$ cat src/common/axi_pack_pkg.sv
// AXI4 write burst packer shared definitions
// Bus widths, buffer depth and the vector types that carry a meaning
// across the beat FIFO, the AW holding stage and the release controller

package axi_pack_pkg;

  // Bus widths in bits
  localparam int unsigned AddrWidth = 32;
  localparam int unsigned DataWidth = 32;
  localparam int unsigned IdWidth   = 4;

  // Number of W beats the packing buffer holds
  localparam int unsigned BufDepth = 8;

  // Payload of one buffered W beat: data, strobes and last
  localparam int unsigned WBeatWidth = DataWidth + DataWidth / 8 + 1;

  // Write address
  typedef logic [AddrWidth-1:0] addr_t;

  // Write data and byte strobes
  typedef logic [DataWidth-1:0]   data_t;
  typedef logic [DataWidth/8-1:0] strb_t;

  // Transaction id
  typedef logic [IdWidth-1:0] id_t;

  // Burst length minus one, as on the AXI bus
  typedef logic [7:0] len_t;

  // Write response code
  typedef logic [1:0] resp_t;

  // Packed W beat, data in the upper bits and last in bit 0
  typedef logic [WBeatWidth-1:0] w_beat_t;

  // Counts from 0 up to BufDepth
  // Used for complete bursts in the buffer and for AW credits
  typedef logic [$clog2(BufDepth+1)-1:0] buf_cnt_t;

endpackage
$ cat src/packer/write_burst_packer.sv
// AXI4 write burst packer
// Buffers upstream W beats and sends each burst downstream as
// back-to-back beats once it is complete. The matching AW is held
// until its burst starts to leave. B is passed straight through.

module write_burst_packer (
  input  logic                  clk_i,
  input  logic                  rst_ni,
  // Upstream master side
  input  axi_pack_pkg::id_t     slv_aw_id_i,
  input  axi_pack_pkg::addr_t   slv_aw_addr_i,
  input  axi_pack_pkg::len_t    slv_aw_len_i,
  input  logic                  slv_aw_valid_i,
  output logic                  slv_aw_ready_o,
  input  axi_pack_pkg::data_t   slv_w_data_i,
  input  axi_pack_pkg::strb_t   slv_w_strb_i,
  input  logic                  slv_w_last_i,
  input  logic                  slv_w_valid_i,
  output logic                  slv_w_ready_o,
  output axi_pack_pkg::id_t     slv_b_id_o,
  output axi_pack_pkg::resp_t   slv_b_resp_o,
  output logic                  slv_b_valid_o,
  input  logic                  slv_b_ready_i,
  // Downstream slave side
  output axi_pack_pkg::id_t     mst_aw_id_o,
  output axi_pack_pkg::addr_t   mst_aw_addr_o,
  output axi_pack_pkg::len_t    mst_aw_len_o,
  output logic                  mst_aw_valid_o,
  input  logic                  mst_aw_ready_i,
  output axi_pack_pkg::data_t   mst_w_data_o,
  output axi_pack_pkg::strb_t   mst_w_strb_o,
  output logic                  mst_w_last_o,
  output logic                  mst_w_valid_o,
  input  logic                  mst_w_ready_i,
  input  axi_pack_pkg::id_t     mst_b_id_i,
  input  axi_pack_pkg::resp_t   mst_b_resp_i,
  input  logic                  mst_b_valid_i,
  output logic                  mst_b_ready_o
);

  import axi_pack_pkg::*;

  w_beat_t fifo_in, fifo_head;
  logic    fifo_push, fifo_pop, fifo_full, fifo_empty;
  logic    burst_release;

  assign fifo_in = {slv_w_data_i, slv_w_strb_i, slv_w_last_i};

  // Head split back into the W fields
  assign mst_w_data_o = fifo_head[WBeatWidth-1 -: DataWidth];
  assign mst_w_strb_o = fifo_head[DataWidth/8:1];
  assign mst_w_last_o = fifo_head[0];

  beat_fifo #(
    .Depth (BufDepth)
  ) beat_fifo_i (
    .clk_i,
    .rst_ni,
    .push_i  (fifo_push),
    .data_i  (fifo_in),
    .pop_i   (fifo_pop),
    .head_o  (fifo_head),
    .full_o  (fifo_full),
    .empty_o (fifo_empty)
  );

  burst_release_ctrl burst_release_ctrl_i (
    .clk_i,
    .rst_ni,
    .slv_w_valid_i   (slv_w_valid_i),
    .slv_w_last_i    (slv_w_last_i),
    .slv_w_ready_o   (slv_w_ready_o),
    .fifo_push_o     (fifo_push),
    .fifo_pop_o      (fifo_pop),
    .fifo_full_i     (fifo_full),
    .fifo_empty_i    (fifo_empty),
    .head_last_i     (fifo_head[0]),
    .mst_w_valid_o   (mst_w_valid_o),
    .mst_w_ready_i   (mst_w_ready_i),
    .burst_release_o (burst_release)
  );

  aw_release_gate aw_release_gate_i (
    .clk_i,
    .rst_ni,
    .slv_aw_id_i     (slv_aw_id_i),
    .slv_aw_addr_i   (slv_aw_addr_i),
    .slv_aw_len_i    (slv_aw_len_i),
    .slv_aw_valid_i  (slv_aw_valid_i),
    .slv_aw_ready_o  (slv_aw_ready_o),
    .burst_release_i (burst_release),
    .mst_aw_id_o     (mst_aw_id_o),
    .mst_aw_addr_o   (mst_aw_addr_o),
    .mst_aw_len_o    (mst_aw_len_o),
    .mst_aw_valid_o  (mst_aw_valid_o),
    .mst_aw_ready_i  (mst_aw_ready_i)
  );

  // Write responses
  assign slv_b_id_o    = mst_b_id_i;
  assign slv_b_resp_o  = mst_b_resp_i;
  assign slv_b_valid_o = mst_b_valid_i;
  assign mst_b_ready_o = slv_b_ready_i;

endmodule

$ cat src/packer/burst_release_ctrl.sv
// Burst release controller
// Decides when buffered W beats drain downstream. A burst leaves
// once all its beats sit in the FIFO, or once the FIFO is full.
// It then leaves as back-to-back beats, and a pulse on
// burst_release_o marks the first beat of each burst on offer.

module burst_release_ctrl (
  input  logic clk_i,
  input  logic rst_ni,
  input  logic slv_w_valid_i,
  input  logic slv_w_last_i,
  output logic slv_w_ready_o,
  output logic fifo_push_o,
  output logic fifo_pop_o,
  input  logic fifo_full_i,
  input  logic fifo_empty_i,
  input  logic head_last_i,
  output logic mst_w_valid_o,
  input  logic mst_w_ready_i,
  output logic burst_release_o
);

  import axi_pack_pkg::*;

  typedef enum logic [1:0] {
    Hold,
    Drain,
    Single
  } state_e;

  state_e   state_q, state_d;
  buf_cnt_t compl_q, compl_d;
  logic     start_pend_q, start_pend_d;
  logic     last_pushed, last_popped;

  // Upstream side stalls only on a full buffer
  assign slv_w_ready_o = ~fifo_full_i;
  assign fifo_push_o   = slv_w_valid_i & slv_w_ready_o;
  assign fifo_pop_o    = mst_w_valid_o & mst_w_ready_i;

  assign last_pushed = fifo_push_o & slv_w_last_i;
  assign last_popped = fifo_pop_o & head_last_i;

  // Complete bursts currently in the FIFO
  always_comb begin
    compl_d = compl_q;
    if (last_pushed) compl_d = compl_d + buf_cnt_t'(1);
    if (last_popped) compl_d = compl_d - buf_cnt_t'(1);
  end

  always_comb begin
    state_d       = state_q;
    mst_w_valid_o = 1'b0;

    unique case (state_q)
      Hold: begin
        if (!fifo_empty_i && head_last_i) begin
          // Head is a whole single-beat burst
          mst_w_valid_o = 1'b1;
          if (!mst_w_ready_i) begin
            state_d = Single;
          end
        end else if (fifo_full_i || (!fifo_empty_i && compl_q != '0)) begin
          mst_w_valid_o = 1'b1;
          state_d       = Drain;
        end
      end
      Drain: begin
        // Runs dry only while a long burst refills the buffer
        mst_w_valid_o = ~fifo_empty_i;
        if (last_popped && compl_d == '0) begin
          state_d = Hold;
        end
      end
      Single: begin
        mst_w_valid_o = 1'b1;
        if (mst_w_ready_i) begin
          state_d = Hold;
        end
      end
      default: begin
        state_d = Hold;
      end
    endcase
  end

  // The next offered beat opens a new burst until it has been announced
  assign burst_release_o = mst_w_valid_o & start_pend_q;

  always_comb begin
    start_pend_d = start_pend_q;
    if (last_popped) begin
      start_pend_d = 1'b1;
    end else if (burst_release_o) begin
      start_pend_d = 1'b0;
    end
  end

  always_ff @(posedge clk_i or negedge rst_ni) begin
    if (!rst_ni) begin
      state_q      <= Hold;
      compl_q      <= '0;
      start_pend_q <= 1'b1;
    end else begin
      state_q      <= state_d;
      compl_q      <= compl_d;
      start_pend_q <= start_pend_d;
    end
  end

endmodule

$ cat src/logic/aw_release_gate.sv
// AW release gate
// Holds one write address and lets it go downstream only after
// a W burst has started to leave the packer. Released bursts are
// counted as credits, each downstream AW consumes one.

module aw_release_gate (
  input  logic                clk_i,
  input  logic                rst_ni,
  input  axi_pack_pkg::id_t   slv_aw_id_i,
  input  axi_pack_pkg::addr_t slv_aw_addr_i,
  input  axi_pack_pkg::len_t  slv_aw_len_i,
  input  logic                slv_aw_valid_i,
  output logic                slv_aw_ready_o,
  input  logic                burst_release_i,
  output axi_pack_pkg::id_t   mst_aw_id_o,
  output axi_pack_pkg::addr_t mst_aw_addr_o,
  output axi_pack_pkg::len_t  mst_aw_len_o,
  output logic                mst_aw_valid_o,
  input  logic                mst_aw_ready_i
);

  import axi_pack_pkg::*;

  id_t      id_q;
  addr_t    addr_q;
  len_t     len_q;
  logic     full_q;
  buf_cnt_t credit_q, credit_d;
  logic     aw_in, aw_out;

  // A release in this cycle counts as a credit right away
  assign mst_aw_valid_o = full_q & ((credit_q != '0) | burst_release_i);
  assign aw_out         = mst_aw_valid_o & mst_aw_ready_i;
  assign slv_aw_ready_o = ~full_q | aw_out;
  assign aw_in          = slv_aw_valid_i & slv_aw_ready_o;

  assign mst_aw_id_o   = id_q;
  assign mst_aw_addr_o = addr_q;
  assign mst_aw_len_o  = len_q;

  always_comb begin
    credit_d = credit_q;
    if (burst_release_i) credit_d = credit_d + buf_cnt_t'(1);
    if (aw_out)          credit_d = credit_d - buf_cnt_t'(1);
  end

  always_ff @(posedge clk_i or negedge rst_ni) begin
    if (!rst_ni) begin
      full_q   <= 1'b0;
      credit_q <= '0;
    end else begin
      credit_q <= credit_d;
      if (aw_in) begin
        full_q <= 1'b1;
      end else if (aw_out) begin
        full_q <= 1'b0;
      end
    end
  end

  // Address payload
  always_ff @(posedge clk_i) begin
    if (aw_in) begin
      id_q   <= slv_aw_id_i;
      addr_q <= slv_aw_addr_i;
      len_q  <= slv_aw_len_i;
    end
  end

endmodule

$ cat src/logic/beat_fifo.sv
// W beat FIFO
// Circular buffer of packed W beats with a fill counter.
// The oldest entry is always visible at head_o, so the downstream
// side can look at the last flag before it pops.

module beat_fifo #(
  parameter int unsigned Depth = axi_pack_pkg::BufDepth
) (
  input  logic                  clk_i,
  input  logic                  rst_ni,
  input  logic                  push_i,
  input  axi_pack_pkg::w_beat_t data_i,
  input  logic                  pop_i,
  output axi_pack_pkg::w_beat_t head_o,
  output logic                  full_o,
  output logic                  empty_o
);

  import axi_pack_pkg::*;

  typedef logic [$clog2(Depth)-1:0]   ptr_t;
  typedef logic [$clog2(Depth+1)-1:0] cnt_t;

  logic [WBeatWidth-1:0] mem_q [Depth];

  ptr_t wr_ptr_q, rd_ptr_q;
  cnt_t count_q;
  logic do_push, do_pop;

  // Requests against a full or empty buffer are dropped
  assign do_push = push_i & ~full_o;
  assign do_pop  = pop_i & ~empty_o;

  assign full_o  = (count_q == cnt_t'(Depth));
  assign empty_o = (count_q == '0);
  assign head_o  = mem_q[rd_ptr_q];

  // Storage, written at the tail
  always_ff @(posedge clk_i) begin
    if (do_push) begin
      mem_q[wr_ptr_q] <= data_i;
    end
  end

  // Pointers wrap explicitly so that any depth works
  always_ff @(posedge clk_i or negedge rst_ni) begin
    if (!rst_ni) begin
      wr_ptr_q <= '0;
      rd_ptr_q <= '0;
    end else begin
      if (do_push) begin
        if (wr_ptr_q == ptr_t'(Depth - 1)) begin
          wr_ptr_q <= '0;
        end else begin
          wr_ptr_q <= wr_ptr_q + ptr_t'(1);
        end
      end
      if (do_pop) begin
        if (rd_ptr_q == ptr_t'(Depth - 1)) begin
          rd_ptr_q <= '0;
        end else begin
          rd_ptr_q <= rd_ptr_q + ptr_t'(1);
        end
      end
    end
  end

  // Fill level, unchanged on a simultaneous push and pop
  always_ff @(posedge clk_i or negedge rst_ni) begin
    if (!rst_ni) begin
      count_q <= '0;
    end else if (do_push && !do_pop) begin
      count_q <= count_q + cnt_t'(1);
    end else if (do_pop && !do_push) begin
      count_q <= count_q - cnt_t'(1);
    end
  end

endmodule

$ cat config.mk
export PLATFORM = sky130hd
export DESIGN_NAME = write_burst_packer
export DESIGN_NICKNAME = d
export VERILOG_FILES = /design/src/common/axi_pack_pkg.sv /design/src/packer/write_burst_packer.sv /design/src/packer/burst_release_ctrl.sv /design/src/logic/aw_release_gate.sv /design/src/logic/beat_fifo.sv
export SDC_FILE = /design/constraint.sdc
export NUM_CORES = 1
export LEC_CHECK = 0
export ABC_CLOCK_PERIOD_IN_PS = 6270
export BUFFER_PORTS_ARGS = -buffer_cell sky130_fd_sc_hd__clkbuf_2
export CORE_MARGIN = 1.5
export CORE_UTILIZATION = 50
export DETAILED_ROUTE_END_ITERATION = 6
export GPL_ROUTABILITY_DRIVEN = 0
export PLACE_DENSITY = 0.71
export SYNTH_ARGS = -nofsm -noshare
export SYNTH_HDL_FRONTEND = slang
export SYNTH_SLANG_ARGS = --single-unit
$ cat constraint.sdc
create_clock -name clk_i -period 6.27 [get_ports clk_i]
set_input_delay 0.3135 -clock clk_i [delete_from_list [all_inputs] [get_ports clk_i]]
set_output_delay 0.3135 -clock clk_i [all_outputs]
set_load 0.005 [all_outputs]
**Word level (Yosys, flattened, before mapping)**

Memory sizes are Yosys's and may differ from the RTL's.
Index checks and enable logic that the tools add are counted.

- Register bits: 66
- Bits in latches: 0
- RAM bits: 296
- ROM bits: 0
- Bits of input ports: 95
- Memories: 1

- $add $sub $neg: 8
- Multipliers: 0
- Divide/modulo/power cells: 0
- $lt $le $gt $ge: 0
- Equality and inequality tests: 9
- Shift-type cells: 0
- Multiplexer cells: 23
- Bitwise gates (word level): 15
- Reductions and logical operators: 18

Memory list:

| name | depth | bits a word | read ports | clocked after Yosys merged registers in | wr ports | line | source |
|---|---|---|---|---|---|---|---|
| beat_fifo_i.mem_q | 8 | 37 | 1 | 0 | 1 | beat_fifo.sv:24 | `logic [WBeatWidth-1:0] mem_q [Depth];` |

Operators by type and width:

| cell | number |
|---|---|
| $mux 4 | 6 |
| $add 4x1->4 const B | 3 |
| $sub 4x1->4 const B | 3 |
| $and 1x1->1 | 10 |
| $mux 2 | 5 |
| $logic_not 4->1 | 2 |
| $mux 1 | 8 |
| $reduce_bool 4->1 | 2 |
| $add 3x1->3 const B | 2 |
| $eq 3x3->1 const B | 2 |
| $mux 3 | 2 |
| $pmux 2 s3 | 1 |
| $reduce_bool 2->1 | 3 |
| $logic_and 1x1->1 | 5 |
| $eq 4x4->1 const B | 1 |
| $reduce_and 4->1 | 1 |
| $logic_not 1->1 | 3 |
| $ne 3x1->1 const B | 1 |
| $ne 3x3->1 const B | 1 |
| $not 1->1 | 3 |
| $pmux 1 s3 | 1 |
| $eq 2x1->1 const B | 1 |
| $eq 2x2->1 const B | 1 |
| $logic_not 2->1 | 1 |
| 4 further kinds | 5 |

**Depth between registers and ports, before layout**

Gate-level depths: netlist of the first run.

- Depth after elaboration: 14
- Mapped depth: 14

**By module**

From an unflattened synthesis of the first run, not the netlist that was laid out.

- Cell total of the unflattened synthesis: 646
- Area, all modules: 14348.8 µm²

By module, submodules not included:

| module | times used | cells each | area each (µm²) | seq. area each (µm²) |
|---|---|---|---|---|
| beat_fifo | 1 | 492 | 11990.2 | 9138.8 |
| aw_release_gate | 1 | 79 | 1686.6 | 1446.4 |
| burst_release_ctrl | 1 | 67 | 611.8 | 176.4 |
| write_burst_packer | 1 | 8 | 60.1 | 0.0 |

**Worst setup path after synthesis of the first run**

Ideal clock, no wire load.

- Kind: register to register
- From: reg beat_fifo_i.count_q[3]
- To: mem beat_fifo_i.mem_q[0][0] (netlist name), enable pin
- Library setup time: 0.524 ns
- Arrival: 4.301 ns
- Required time: 5.746 ns
- Setup slack: 1.446 ns
- Cell stages (with the launch flop): 4
- Path buffers: 0
- Clock period less this slack: 4.824 ns
- Cells stage by stage: dfrtp_1 -> or4b_2 -> nand2_1 -> nor4_1

- Word-level cells in the longest chain between the ends: 6

Ends and longest elaborated chain:

| what | line | source |
|---|---|---|
| start, declared | beat_fifo.sv:27 | `cnt_t count_q;` |
| start signal, assigned | beat_fifo.sv:73 | `count_q <= count_q + cnt_t'(1);` |
| start signal, assigned | beat_fifo.sv:75 | `count_q <= count_q - cnt_t'(1);` |
| $eq 4x4->1 (*) | beat_fifo.sv:34 | `assign full_o = (count_q == cnt_t'(Depth));` |
| $not 1->1 (*) | burst_release_ctrl.sv:37 | `assign slv_w_ready_o = ~fifo_full_i;` |
| via slv_w_ready_o | write_burst_packer.sv:19 | `output logic slv_w_ready_o,` |
| $and 1x1->1 | burst_release_ctrl.sv:38 | `assign fifo_push_o = slv_w_valid_i & slv_w_ready_o;` |
| $and 1x1->1 (*) | beat_fifo.sv:31 | `assign do_push = push_i & ~full_o;` |
| $mux 1 (*) | beat_fifo.sv:40 | `if (do_push) begin` |
| $mux 1 (implied by the code) (*) | beat_fifo.sv:41 | `mem_q[wr_ptr_q] <= data_i;` |
| end, declared | beat_fifo.sv:24 |  |

The timed path passes the listed nets; every way through them passes the cells marked *.

**Worst setup path after layout of the first run**

- From: reg beat_fifo_i.rd_ptr_q[0]
- To: reg beat_fifo_i.count_q[3]

- Word-level cells in the longest chain between the ends: 9
- Elaborated cells between the ends (all ways): 11
- Those cells by class: mux: 3; bitwise: 2; reduce/logical: 5; memory: 1

Ends and longest elaborated chain:

| what | line | source |
|---|---|---|
| start, declared | beat_fifo.sv:26 | `ptr_t wr_ptr_q, rd_ptr_q;` |
| start signal, assigned | beat_fifo.sv:62 | `rd_ptr_q <= rd_ptr_q + ptr_t'(1);` |
| $mem_v2 8x37 (*) | - |  |
| $logic_and 1x1->1 (*) | burst_release_ctrl.sv:57 | `if (!fifo_empty_i && head_last_i) begin` |
| $mux 1 (*) | burst_release_ctrl.sv:57 |  |
| $pmux 1 s3 (*) | burst_release_ctrl.sv:55 | `unique case (state_q)` |
| $and 1x1->1 (*) | burst_release_ctrl.sv:39 | `assign fifo_pop_o = mst_w_valid_o & mst_w_ready_i;` |
| $and 1x1->1 (*) | beat_fifo.sv:32 | `assign do_pop = pop_i & ~empty_o;` |
| $logic_not 1->1 | beat_fifo.sv:72 | `end else if (do_push && !do_pop) begin` |
| $logic_and 1x1->1 | beat_fifo.sv:72 |  |
| $mux 4 / $reduce_bool 2->1 (equally long branches) | - |  |

Every way passes the cells marked *; elsewhere a longest branch is shown, timed or not.
A chain may end at the register's enable or synchronous reset.

==> impl_metrics.tcl, run 1 <==
set metrics [dict create \
    status "finished, final reports clean" \
    fin_hold_ws_ns 0.0543 \
    grt_util_met1_pct 25.4 \
    postSynthCellCount 648 \
    fin_crit_sh_pct 63.7 \
    postCtsSetupRepairBufs 0 \
    die_area_um2 29100 \
    layout.nets 992 \
    cp_max_fo 40 \
    powerDensity_nw_per_um2 439 \
    tightest_slew_ns 1.08 \
    syn-cell-area_um2 14000 \
    period_minus_slack_ns 4.00 \
    cellLeakagePower_nw 5.91 \
    finalHoldViolCount 0 \
    ys_warn_count 0 \
    met3_usage_pct 4.46 \
    drv_cap 0 \
    overflow 0 \
    synth-simple-area-share_pct 2.65 \
    synth_mux_area_share_pct 15.5 \
    rsz0062_at_grt "no" \
    synth.distinct_cells 53 \
    finalSetupTns_ns 0 \
    portBuffers 171 \
    reg2regPathDepth 12 \
    place_hpwl_mm 14.8 \
    drt-initial-drc-count 505 \
    root_buffer "clkbuf_16" \
    placementRows 61 \
    end_kind "flop" \
    total_power_mw 7.43 \
    peakVddDrop_mv 0.253 \
    yosys_most_used_dff "edfxtp_1" \
    grt_pass1_wl_mm 40.6 \
    die_w_um 171 \
    vias_per_cell 5.40 \
    synth_area_leader_cell "edfxtp_1" \
    wire_per_inst_um 20.5 \
    ys_seq_area_share_pct 76.7 \
    area_growth_syn_to_layout_pct 20.6 \
    slew_violations 0 \
    synth_edf_count 340 \
    ant_nets 0 \
    synth_top_family_by_area "multiplexers" \
    grtUsageTotal_pct 18.8 \
    synth_area_per_cell_um2 21.7 \
    grtUsageMet2_pct 31.0 \
    min_path_type "input pin to flop" \
    max_freq_mhz 250 \
    wl_mm 26.4 \
    numClockSinks 362 \
    antenna_found_initial 2 \
    path_clk_slew_ns 0.06 \
    synth_most_common_cell "edfxtp_1" \
    ys_top_cells_by_count "340 x edfxtp_1, 74 x mux4_2, 39 x mux2_2, 21 x dfrtp_1, 15 x clkbuf_1" \
    core_area_um2 27700 \
    num_vias 6968 \
    clock_skew_ns 0.0165 \
    synth_top_area_share_pct 72.7 \
    worstPathArrival_ns 4.40 \
    synth_xor_xnor_area_share_pct 0.811 \
    synth_area_leaders "edfxtp_1 73%, mux4_2 12%, dfrtp_1 3.7%" \
    hold_depth 2 \
    synth_compound_area_share_pct 1.53 \
    grt_pass1_vias 7227 \
    grt_max_degree 75 \
    synthAdderAreaFrac_pct 1.30 \
    die_h_um 171 \
    worst_setup_path_start_kind "flop" \
    syn_nets 757 \
    criticalPathCategory "flop to flop" \
    layout-drive-gt1-share_pct 41.1 \
    synthArstFlopShare_pct 6.08 \
    crit_required_ns 6.67 \
    cts_tree "done" \
    drc 0 \
    clk_latency_ns 0.52 \
    initial_core_util_pct 50.7 \
    maxSlewHeadroom_pct 28.0 \
    ctsLongestPathBuffers 3 \
    tritoncts.num_buffers 37 \
    busiest_layer "met2" \
    cts_max_level 2 \
    setup_violations 0 \
    io_pins 188 \
    synth-seq-cells 362 \
    drtPass1Iterations 4 \
]
==> cells in the final DEF (no fill, tap or decap), drive strengths merged, types with 2 or more instances in the layout <==
cell	count
clkbuf	217
nand3	3
inv	12
xor2	5
and2	3
nor4	3
a31oi	4
ha	13
mux4	74
edfxtp	340
buf	14
dlygate4sd3	45
clkinvlp	2
nor2	11
and3b	2
nand2b	3
and3	2
dfrtp	21
clkinv	17
or2	3
xnor2	8
nand4	4
a21o	2
o21ai	8
nand2	12
a21oi	4
o22ai	2
mux2	43
o211ai	4
mux2i	2
and4	2
nor3	10
==> critical path, cell delays in order (launching register included) <==
cell     delay [ns]
dfrtp_4        0.94
mux4_2         0.59
mux2_4         0.33
or4_4          0.56
nand4_4        0.15
ha_1           0.20
inv_1          0.09
ha_1           0.30
a21o_1         0.19
a21oi_1        0.20
xnor2_1        0.14
nor2_1         0.06
xor2_1         0.14
==> cell type report <==
type,instances,area (um2)
clock inverter,21,135
multi-input combinational,242,3120
clock buffer,46,980
antenna,1,2.50
tap,378,473
fill,1932,10800
inverter,10,37.5
sequential,362,10800
timing repair buffer,230,1410
==> stage by stage <==
step / util [%] / setup slack, ns / cells / instance area, um2
CTS: 61.1 / 2.19 / 1289 / 16900
finish: 61.1 / 2.27 / 1290 / 16900
detailed placement: 55.4 / 2.25 / 1177 / 15400
global placement: 55.4 / 2.28 / 1177 / 15400
floorplan: - / 1.45 / 648 / 14000
global route: 61.1 / 2.01 / 1289 / 16900
==> repair_timing <==
action | in CTS | in global routing
hold buffers | 45 | 0
hold endpoints to repair | 65 | 0
resized for setup | 0 | 0
==> kinds of logic after synthesis <==
family	after synthesis
xor gates and xnor gates	13
AOI/OAI and AO/OA	32
adders and majority gates	14
DFF	362
and+or+nand+nor	64
muxes	119
buffers and inverters	44
==> per-layer routing <==
metal / share of wire (%) / vias to the layer above
met5: 0.038 / -
met4: 1.9 / 2
met3: 7.1 / 46
met2: 49 / 241
met1: 42 / 3530
li1: - / 3149
==> final timing paths <==
path                                         startpoint                         endpoint  slack [ns]
worst max-delay path            beat_fifo_i.rd_ptr_q[0]           beat_fifo_i.count_q[3]        2.27
worst min-delay path                      mst_w_ready_i  burst_release_ctrl_i.state_q[1]        0.05
worst max register to register  beat_fifo_i.rd_ptr_q[0]           beat_fifo_i.count_q[3]        2.27
worst min register to register   beat_fifo_i.count_q[3]           beat_fifo_i.count_q[3]        0.53
max in group asynchronous                        rst_ni          beat_fifo_i.rd_ptr_q[0]        5.49
min in group asynchronous                        rst_ni           beat_fifo_i.count_q[3]        0.34
==> state kept, by name (all words and copies together), names as in the netlist <==
name and flops:
aw_release_gate_i.full_q 1, aw_release_gate_i.mst_aw_addr_o 32, burst_release_ctrl_i.state_q 2, aw_release_gate_i.mst_aw_id_o 4
beat_fifo_i.mem_q 296, aw_release_gate_i.mst_aw_len_o 8, burst_release_ctrl_i.compl_q 4, burst_release_ctrl_i.start_pend_q 1
beat_fifo_i.wr_ptr_q 3, beat_fifo_i.rd_ptr_q 3, beat_fifo_i.count_q 4, aw_release_gate_i.credit_q 4
==> power by group <==
part	leakage [nW]	switching (mW)	internal, mW	total, mW
Sequential	3.36	0.234	3.07	3.30
Combinational	2.01	1.02	1.11	2.12
Clock	0.544	0.879	1.12	2.00
Total	5.91	2.13	5.30	7.43
(Power assumes the default switching activity.)
==> run 2, diff against run 1 <==
--- a/config.mk
+++ b/config.mk
@@ -5,7 +5,7 @@
 export SDC_FILE = /design/constraint.sdc
 export NUM_CORES = 1
 export LEC_CHECK = 0
-export ABC_CLOCK_PERIOD_IN_PS = 6270
+export ABC_CLOCK_PERIOD_IN_PS = 4100
 export BUFFER_PORTS_ARGS = -buffer_cell sky130_fd_sc_hd__clkbuf_2
 export CORE_MARGIN = 1.5
 export CORE_UTILIZATION = 50
==> constraint.sdc (replaced) <==
create_clock -name clk_i -period 4.1 [get_ports clk_i]
set_input_delay 0.205 -clock clk_i [delete_from_list [all_inputs] [get_ports clk_i]]
set_output_delay 0.205 -clock clk_i [all_outputs]
set_load 0.005 [all_outputs]
==> impl_metrics.tcl, run 2 (synthesis gave the netlist of run 1 again) <==
set metrics [dict create \
    root_buffer "clkbuf_16" \
    grt_max_degree 75 \
    wl_mm 27.2 \
    fillers 1909 \
    drv_cap 0 \
    die_area_um2 29100 \
    postCtsSetupRepairBufs 0 \
    cellLeakagePower_nw 6.11 \
    slew_violations 0 \
    crit_required_ns 4.49 \
    drt-initial-drc-count 549 \
    powerDensity_nw_per_um2 663 \
    wire_per_inst_um 20.4 \
    tightest_slew_ns 1.10 \
    num_vias 7210 \
    largest_register_ffs 296 \
    portBuffers 171 \
    largest-register "beat_fifo_i.mem_q" \
    final_area_um2 17400 \
    total_power_mw 11.5 \
    area_growth_syn_to_layout_pct 23.8 \
    worst_setup_path_start_kind "flop" \
    drc 0 \
    cp_top_family "multiplexers" \
    crit_chain "mux4_2 > mux2_4 > or4_4 > nand4_4 > ha_1 > inv_1 > ha_1 > a21o_1 > a21oi_1 > xnor2_1 > nor2_1 > xor2_1" \
    fin_crit_sh_pct 82.4 \
    cp_common_cell "ha_1" \
    numClockSinks 362 \
    initial_core_util_pct 50.7 \
    min_from "slv_w_data_i[29]" \
    place_area_um2 15400 \
    clock_skew_ns 0.0107 \
    tritoncts.num_buffers 38 \
    status "finished, final reports clean" \
    ctsLongestPathBuffers 3 \
    cp_max_fo 8 \
    worstPathArrival_ns 3.77 \
    overflow 0 \
    grt_pass1_vias 7566 \
    peakVddDrop_mv 0.403 \
    cp_slowest_cell "or4_4" \
    cts_max_level 2 \
    setup_violations 0 \
    vias_per_cell 5.42 \
    multi_input_area_um2 3130 \
    cp-startpoint "beat_fifo_i.rd_ptr_q[0]" \
    cts_tree "done" \
    drtPass1Iterations 4 \
    rsz0062_at_grt "no" \
    end_kind "flop" \
    placementRows 61 \
    maxSlewHeadroom_pct 26.6 \
    fin_hold_ws_ns 0.0265 \
    max_freq_mhz 296 \
    layout_common_cells "340 x edfxtp_1, 171 x clkbuf_2, 84 x dlygate4sd3_1, 74 x mux4_2" \
    clk_latency_ns 0.51 \
    grtUsageTotal_pct 19.3 \
    criticalPathCategory "flop to flop" \
    finalSetupTns_ns 0 \
    cts_resized 0 \
    crit_path_max_incr_delay_ns 0.56 \
    finalHoldViolCount 0 \
    period_minus_slack_ns 3.38 \
    core_area_um2 27700 \
    die_w_um 171 \
    die_h_um 171 \
    final_common_cell "edfxtp_1" \
    regArea_um2 10800 \
    min_path_type "input pin to flop" \
    path_clk_slew_ns 0.06 \
    r2r_start "beat_fifo_i.rd_ptr_q[0]" \
    place_hpwl_mm 15.5 \
    n_antenna_cell 0 \
    layout.nets 1037 \
    ant_nets 0 \
    io_pins 188 \
    path_buf_inv 1 \
    grt_pass1_wl_mm 42.0 \
    antenna_found_initial 0 \
    layout-drive-gt1-share_pct 39.1 \
]
==> run 2: cell types whose count changed in the layout (fill, tap and decap cells not counted), sizes merged, moves of 5 or more <==
cell         previous run  this run
dlygate4sd3            45        84
clkinv                 17        10
clkbuf                217       223
buf                    14        19
==> run 2: worst register-to-register path, stage by stage, from the launching register on <==
cell	delay (ns)
dfrtp_4	0.44
mux4_2	0.49
mux2_4	0.33
or4_4	0.56
nand4_4	0.15
ha_1	0.19
inv_1	0.10
ha_1	0.31
a21o_1	0.18
a21oi_1	0.17
xnor2_1	0.14
nor2_1	0.07
xor2_1	0.14
==> run 2: power by group <==
| group | internal (mW) | switching (mW) |
|---|---|---|
| clock network | 1.84 | 1.29 |
| logic | 1.74 | 1.71 |
| registers | 4.69 | 0.251 |
==> run 2: cell type report <==
type	instances	area share, %
Clock buffer	52	6.01
Multi-Input combinational cell	242	18.0
Clock inverter	13	0.525
Inverter	10	0.216
Tap cell	378	2.72
Sequential cell	362	61.9
Timing Repair Buffer	274	10.6
==> run 2: routing by layer <==
metal / track usage, % / up-vias / routed length, um
li1: - / 3226 / -
met1: 26.2 / 3701 / 11600
met2: 32.0 / 252 / 13400
met3: 4.53 / 31 / 1780
met4: 4.73 / 0 / 385
met5: 0 / - / 0
==> run 2: worst paths after layout <==
check	end	slack, ns	depth (start not counted)
setup / recovery	beat_fifo_i.count_q[3]	0.72	12
hold / removal	beat_fifo_i.mem_q[6][34]	0.03	1
setup reg to reg	beat_fifo_i.count_q[3]	0.72	12
hold reg to reg	beat_fifo_i.count_q[3]	0.53	1
max in group asynchronous	beat_fifo_i.rd_ptr_q[0]	3.44	2
min in group asynchronous	burst_release_ctrl_i.state_q[1]	0.23	2
==> run 2: repair_timing <==
| item | in CTS | in global routing |
|---|---|---|
| hold buffers | 84 | 0 |
| endpoints found under the setup margin | 0 | 0 |
| hold endpoints to repair | 355 | 0 |
==> run 2: per-stage QoR <==
stage / utilization (%) / setup WS, ns / std cells
global placement: 55.6 / 0.740 / 1182
CTS: 62.7 / 0.714 / 1331
finish: 62.7 / 0.720 / 1331
global route: 62.7 / 0.558 / 1331
detailed placement: 55.6 / 0.733 / 1182
floorplan: - / 0.0728 / 648
==> run 3, diff against run 2 <==
--- a/config.mk
+++ b/config.mk
@@ -5,7 +5,7 @@
 export SDC_FILE = /design/constraint.sdc
 export NUM_CORES = 1
 export LEC_CHECK = 0
-export ABC_CLOCK_PERIOD_IN_PS = 4100
+export ABC_CLOCK_PERIOD_IN_PS = 3400
 export BUFFER_PORTS_ARGS = -buffer_cell sky130_fd_sc_hd__clkbuf_2
 export CORE_MARGIN = 1.5
 export CORE_UTILIZATION = 50
==> constraint.sdc (replaced) <==
create_clock -name clk_i -period 3.4 [get_ports clk_i]
set_input_delay 0.17 -clock clk_i [delete_from_list [all_inputs] [get_ports clk_i]]
set_output_delay 0.17 -clock clk_i [all_outputs]
set_load 0.005 [all_outputs]
==> impl_metrics.tcl, run 3 (synthesis gave the netlist of run 1 again) <==
set metrics [dict create \
    max_freq_mhz 306 \
    die_area_um2 29100 \
    regArea_um2 10800 \
    antenna_found_initial 0 \
    cts_max_level 2 \
    finalHoldViolCount 0 \
    maxSlewHeadroom_pct 25.5 \
    drc 0 \
    criticalPathCategory "flop to flop" \
    path_clk_slew_ns 0.05 \
    fillers 1905 \
    finalSetupTns_ns 0 \
    n_antenna_cell 0 \
    core_area_um2 27700 \
    tightest_slew_ns 1.11 \
    cp_max_fo 5 \
    layout_common_cells "340 x edfxtp_1, 171 x clkbuf_2, 85 x dlygate4sd3_1, 74 x mux4_2" \
    root_buffer "clkbuf_16" \
    worstPathArrival_ns 3.66 \
    layout.nets 1040 \
    slew_violations 0 \
    clock_skew_ns 0.0190 \
    fin_crit_sh_pct 96.1 \
    multi_input_area_um2 3150 \
    initial_core_util_pct 50.7 \
    io_pins 188 \
    tritoncts.num_buffers 38 \
    area_growth_syn_to_layout_pct 24.2 \
    place_area_um2 15400 \
    portBuffers 171 \
    min_path_type "input pin to flop" \
    setup_violations 0 \
    cts_tree "done" \
    crit_required_ns 3.79 \
    worst_setup_path_start_kind "flop" \
    final_area_um2 17400 \
    place_hpwl_mm 14.5 \
    wire_per_inst_um 19.8 \
    die_w_um 171 \
    fin_hold_ws_ns 0.159 \
    grt_pass1_vias 7458 \
    total_power_mw 13.9 \
    cellLeakagePower_nw 6.13 \
    ctsLongestPathBuffers 3 \
    powerDensity_nw_per_um2 798 \
    largest-register "beat_fifo_i.mem_q" \
    placementRows 61 \
    wl_mm 26.4 \
    overflow 0 \
    grt_max_degree 67 \
    end_kind "flop" \
    final_common_cell "edfxtp_1" \
    layout-drive-gt1-share_pct 39.9 \
    largest_register_ffs 296 \
    ant_nets 0 \
    rrSetupSlack_ns 0.13 \
    status "finished, final reports clean" \
    drt-initial-drc-count 641 \
    vias_per_cell 5.34 \
    period_minus_slack_ns 3.27 \
    grt_pass1_wl_mm 40.9 \
    die_h_um 171 \
    numClockSinks 362 \
    drv_cap 0 \
    clk_latency_ns 0.52 \
    num_vias 7126 \
    drtPass1Iterations 4 \
    grtUsageTotal_pct 18.8 \
    peakVddDrop_mv 0.501 \
]
==> run 3: cell count changes in the layout (fill, tap and decap cells not counted), moves of 2 or more <==
cell	previous run	this run
clkinv_2	2	6
clkbuf_1	11	8
clkinv_8	0	2
clkbuf_8	2	0
buf_4	19	21
==> run 3: cell type report <==
| class | count | share of cell area [%] |
|---|---|---|
| Multi-Input combinational cell | 242 | 18.0 |
| Clock inverter | 19 | 0.825 |
| Timing Repair Buffer | 277 | 10.7 |
| Tap cell | 378 | 2.71 |
| Inverter | 10 | 0.215 |
| Clock buffer | 47 | 5.77 |
| Sequential cell | 362 | 61.8 |
==> run 3: per-stage QoR <==
stage | std cells | util (%) | setup WS [ns]
final | 1335 | 63.0 | 0.132
after global routing | 1335 | 63.0 | -0.00465
after CTS | 1333 | 62.9 | 0.0829
after detailed placement | 1182 | 55.6 | 0.0969
after global placement | 1182 | 55.6 | 0.106
after floorplan | 648 | - | -0.458
==> run 3: worst max-delay path, cell delays in order (launching register included) <==
cell and delay (ns):
dfrtp_4 0.44, mux4_2 0.50, mux2_4 0.32, or4_4 0.51
nand4_4 0.14, ha_2 0.20, inv_1 0.08, ha_1 0.30
a21o_1 0.20, a21oi_2 0.15, xnor2_1 0.12, nor2_1 0.06
xor2_1 0.13
==> run 3: per-layer routing <==
layer	routed length (um)	global-route usage [%]
met1	11800	25.8
met2	12500	30.3
met3	1560	4.46
met4	608	5.54
met5	0	0
==> run 3: worst paths after layout <==
kind	start	end	cells after the start
min reg2reg	beat_fifo_i.count_q[3]	beat_fifo_i.count_q[3]	1
min in group asynchronous	rst_ni	aw_release_gate_i.credit_q[0]	2
max in group asynchronous	rst_ni	beat_fifo_i.rd_ptr_q[1]	2
max	beat_fifo_i.rd_ptr_q[0]	beat_fifo_i.count_q[3]	12
max reg2reg	beat_fifo_i.rd_ptr_q[0]	beat_fifo_i.count_q[3]	12
min	slv_w_valid_i	beat_fifo_i.wr_ptr_q[0]	4
==> run 3: where the power goes <==
part | switching [mW] | internal [mW] | total (mW) | leakage, nW
Sequential | 0.316 | 5.67 | 5.98 | 3.36
Combinational | 2.03 | 2.12 | 4.15 | 2.21
Clock | 1.60 | 2.19 | 3.79 | 0.561
Total | 3.95 | 9.97 | 13.9 | 6.13
==> run 3: what timing repair did <==
action | 4_1_cts | 5_1_grt
hold buffers | 85 | 0
setup endpoints to repair | 0 | 2
hold endpoints to repair | 363 | 0
resized for setup | 0 | 3
setup buffers | 0 | 2
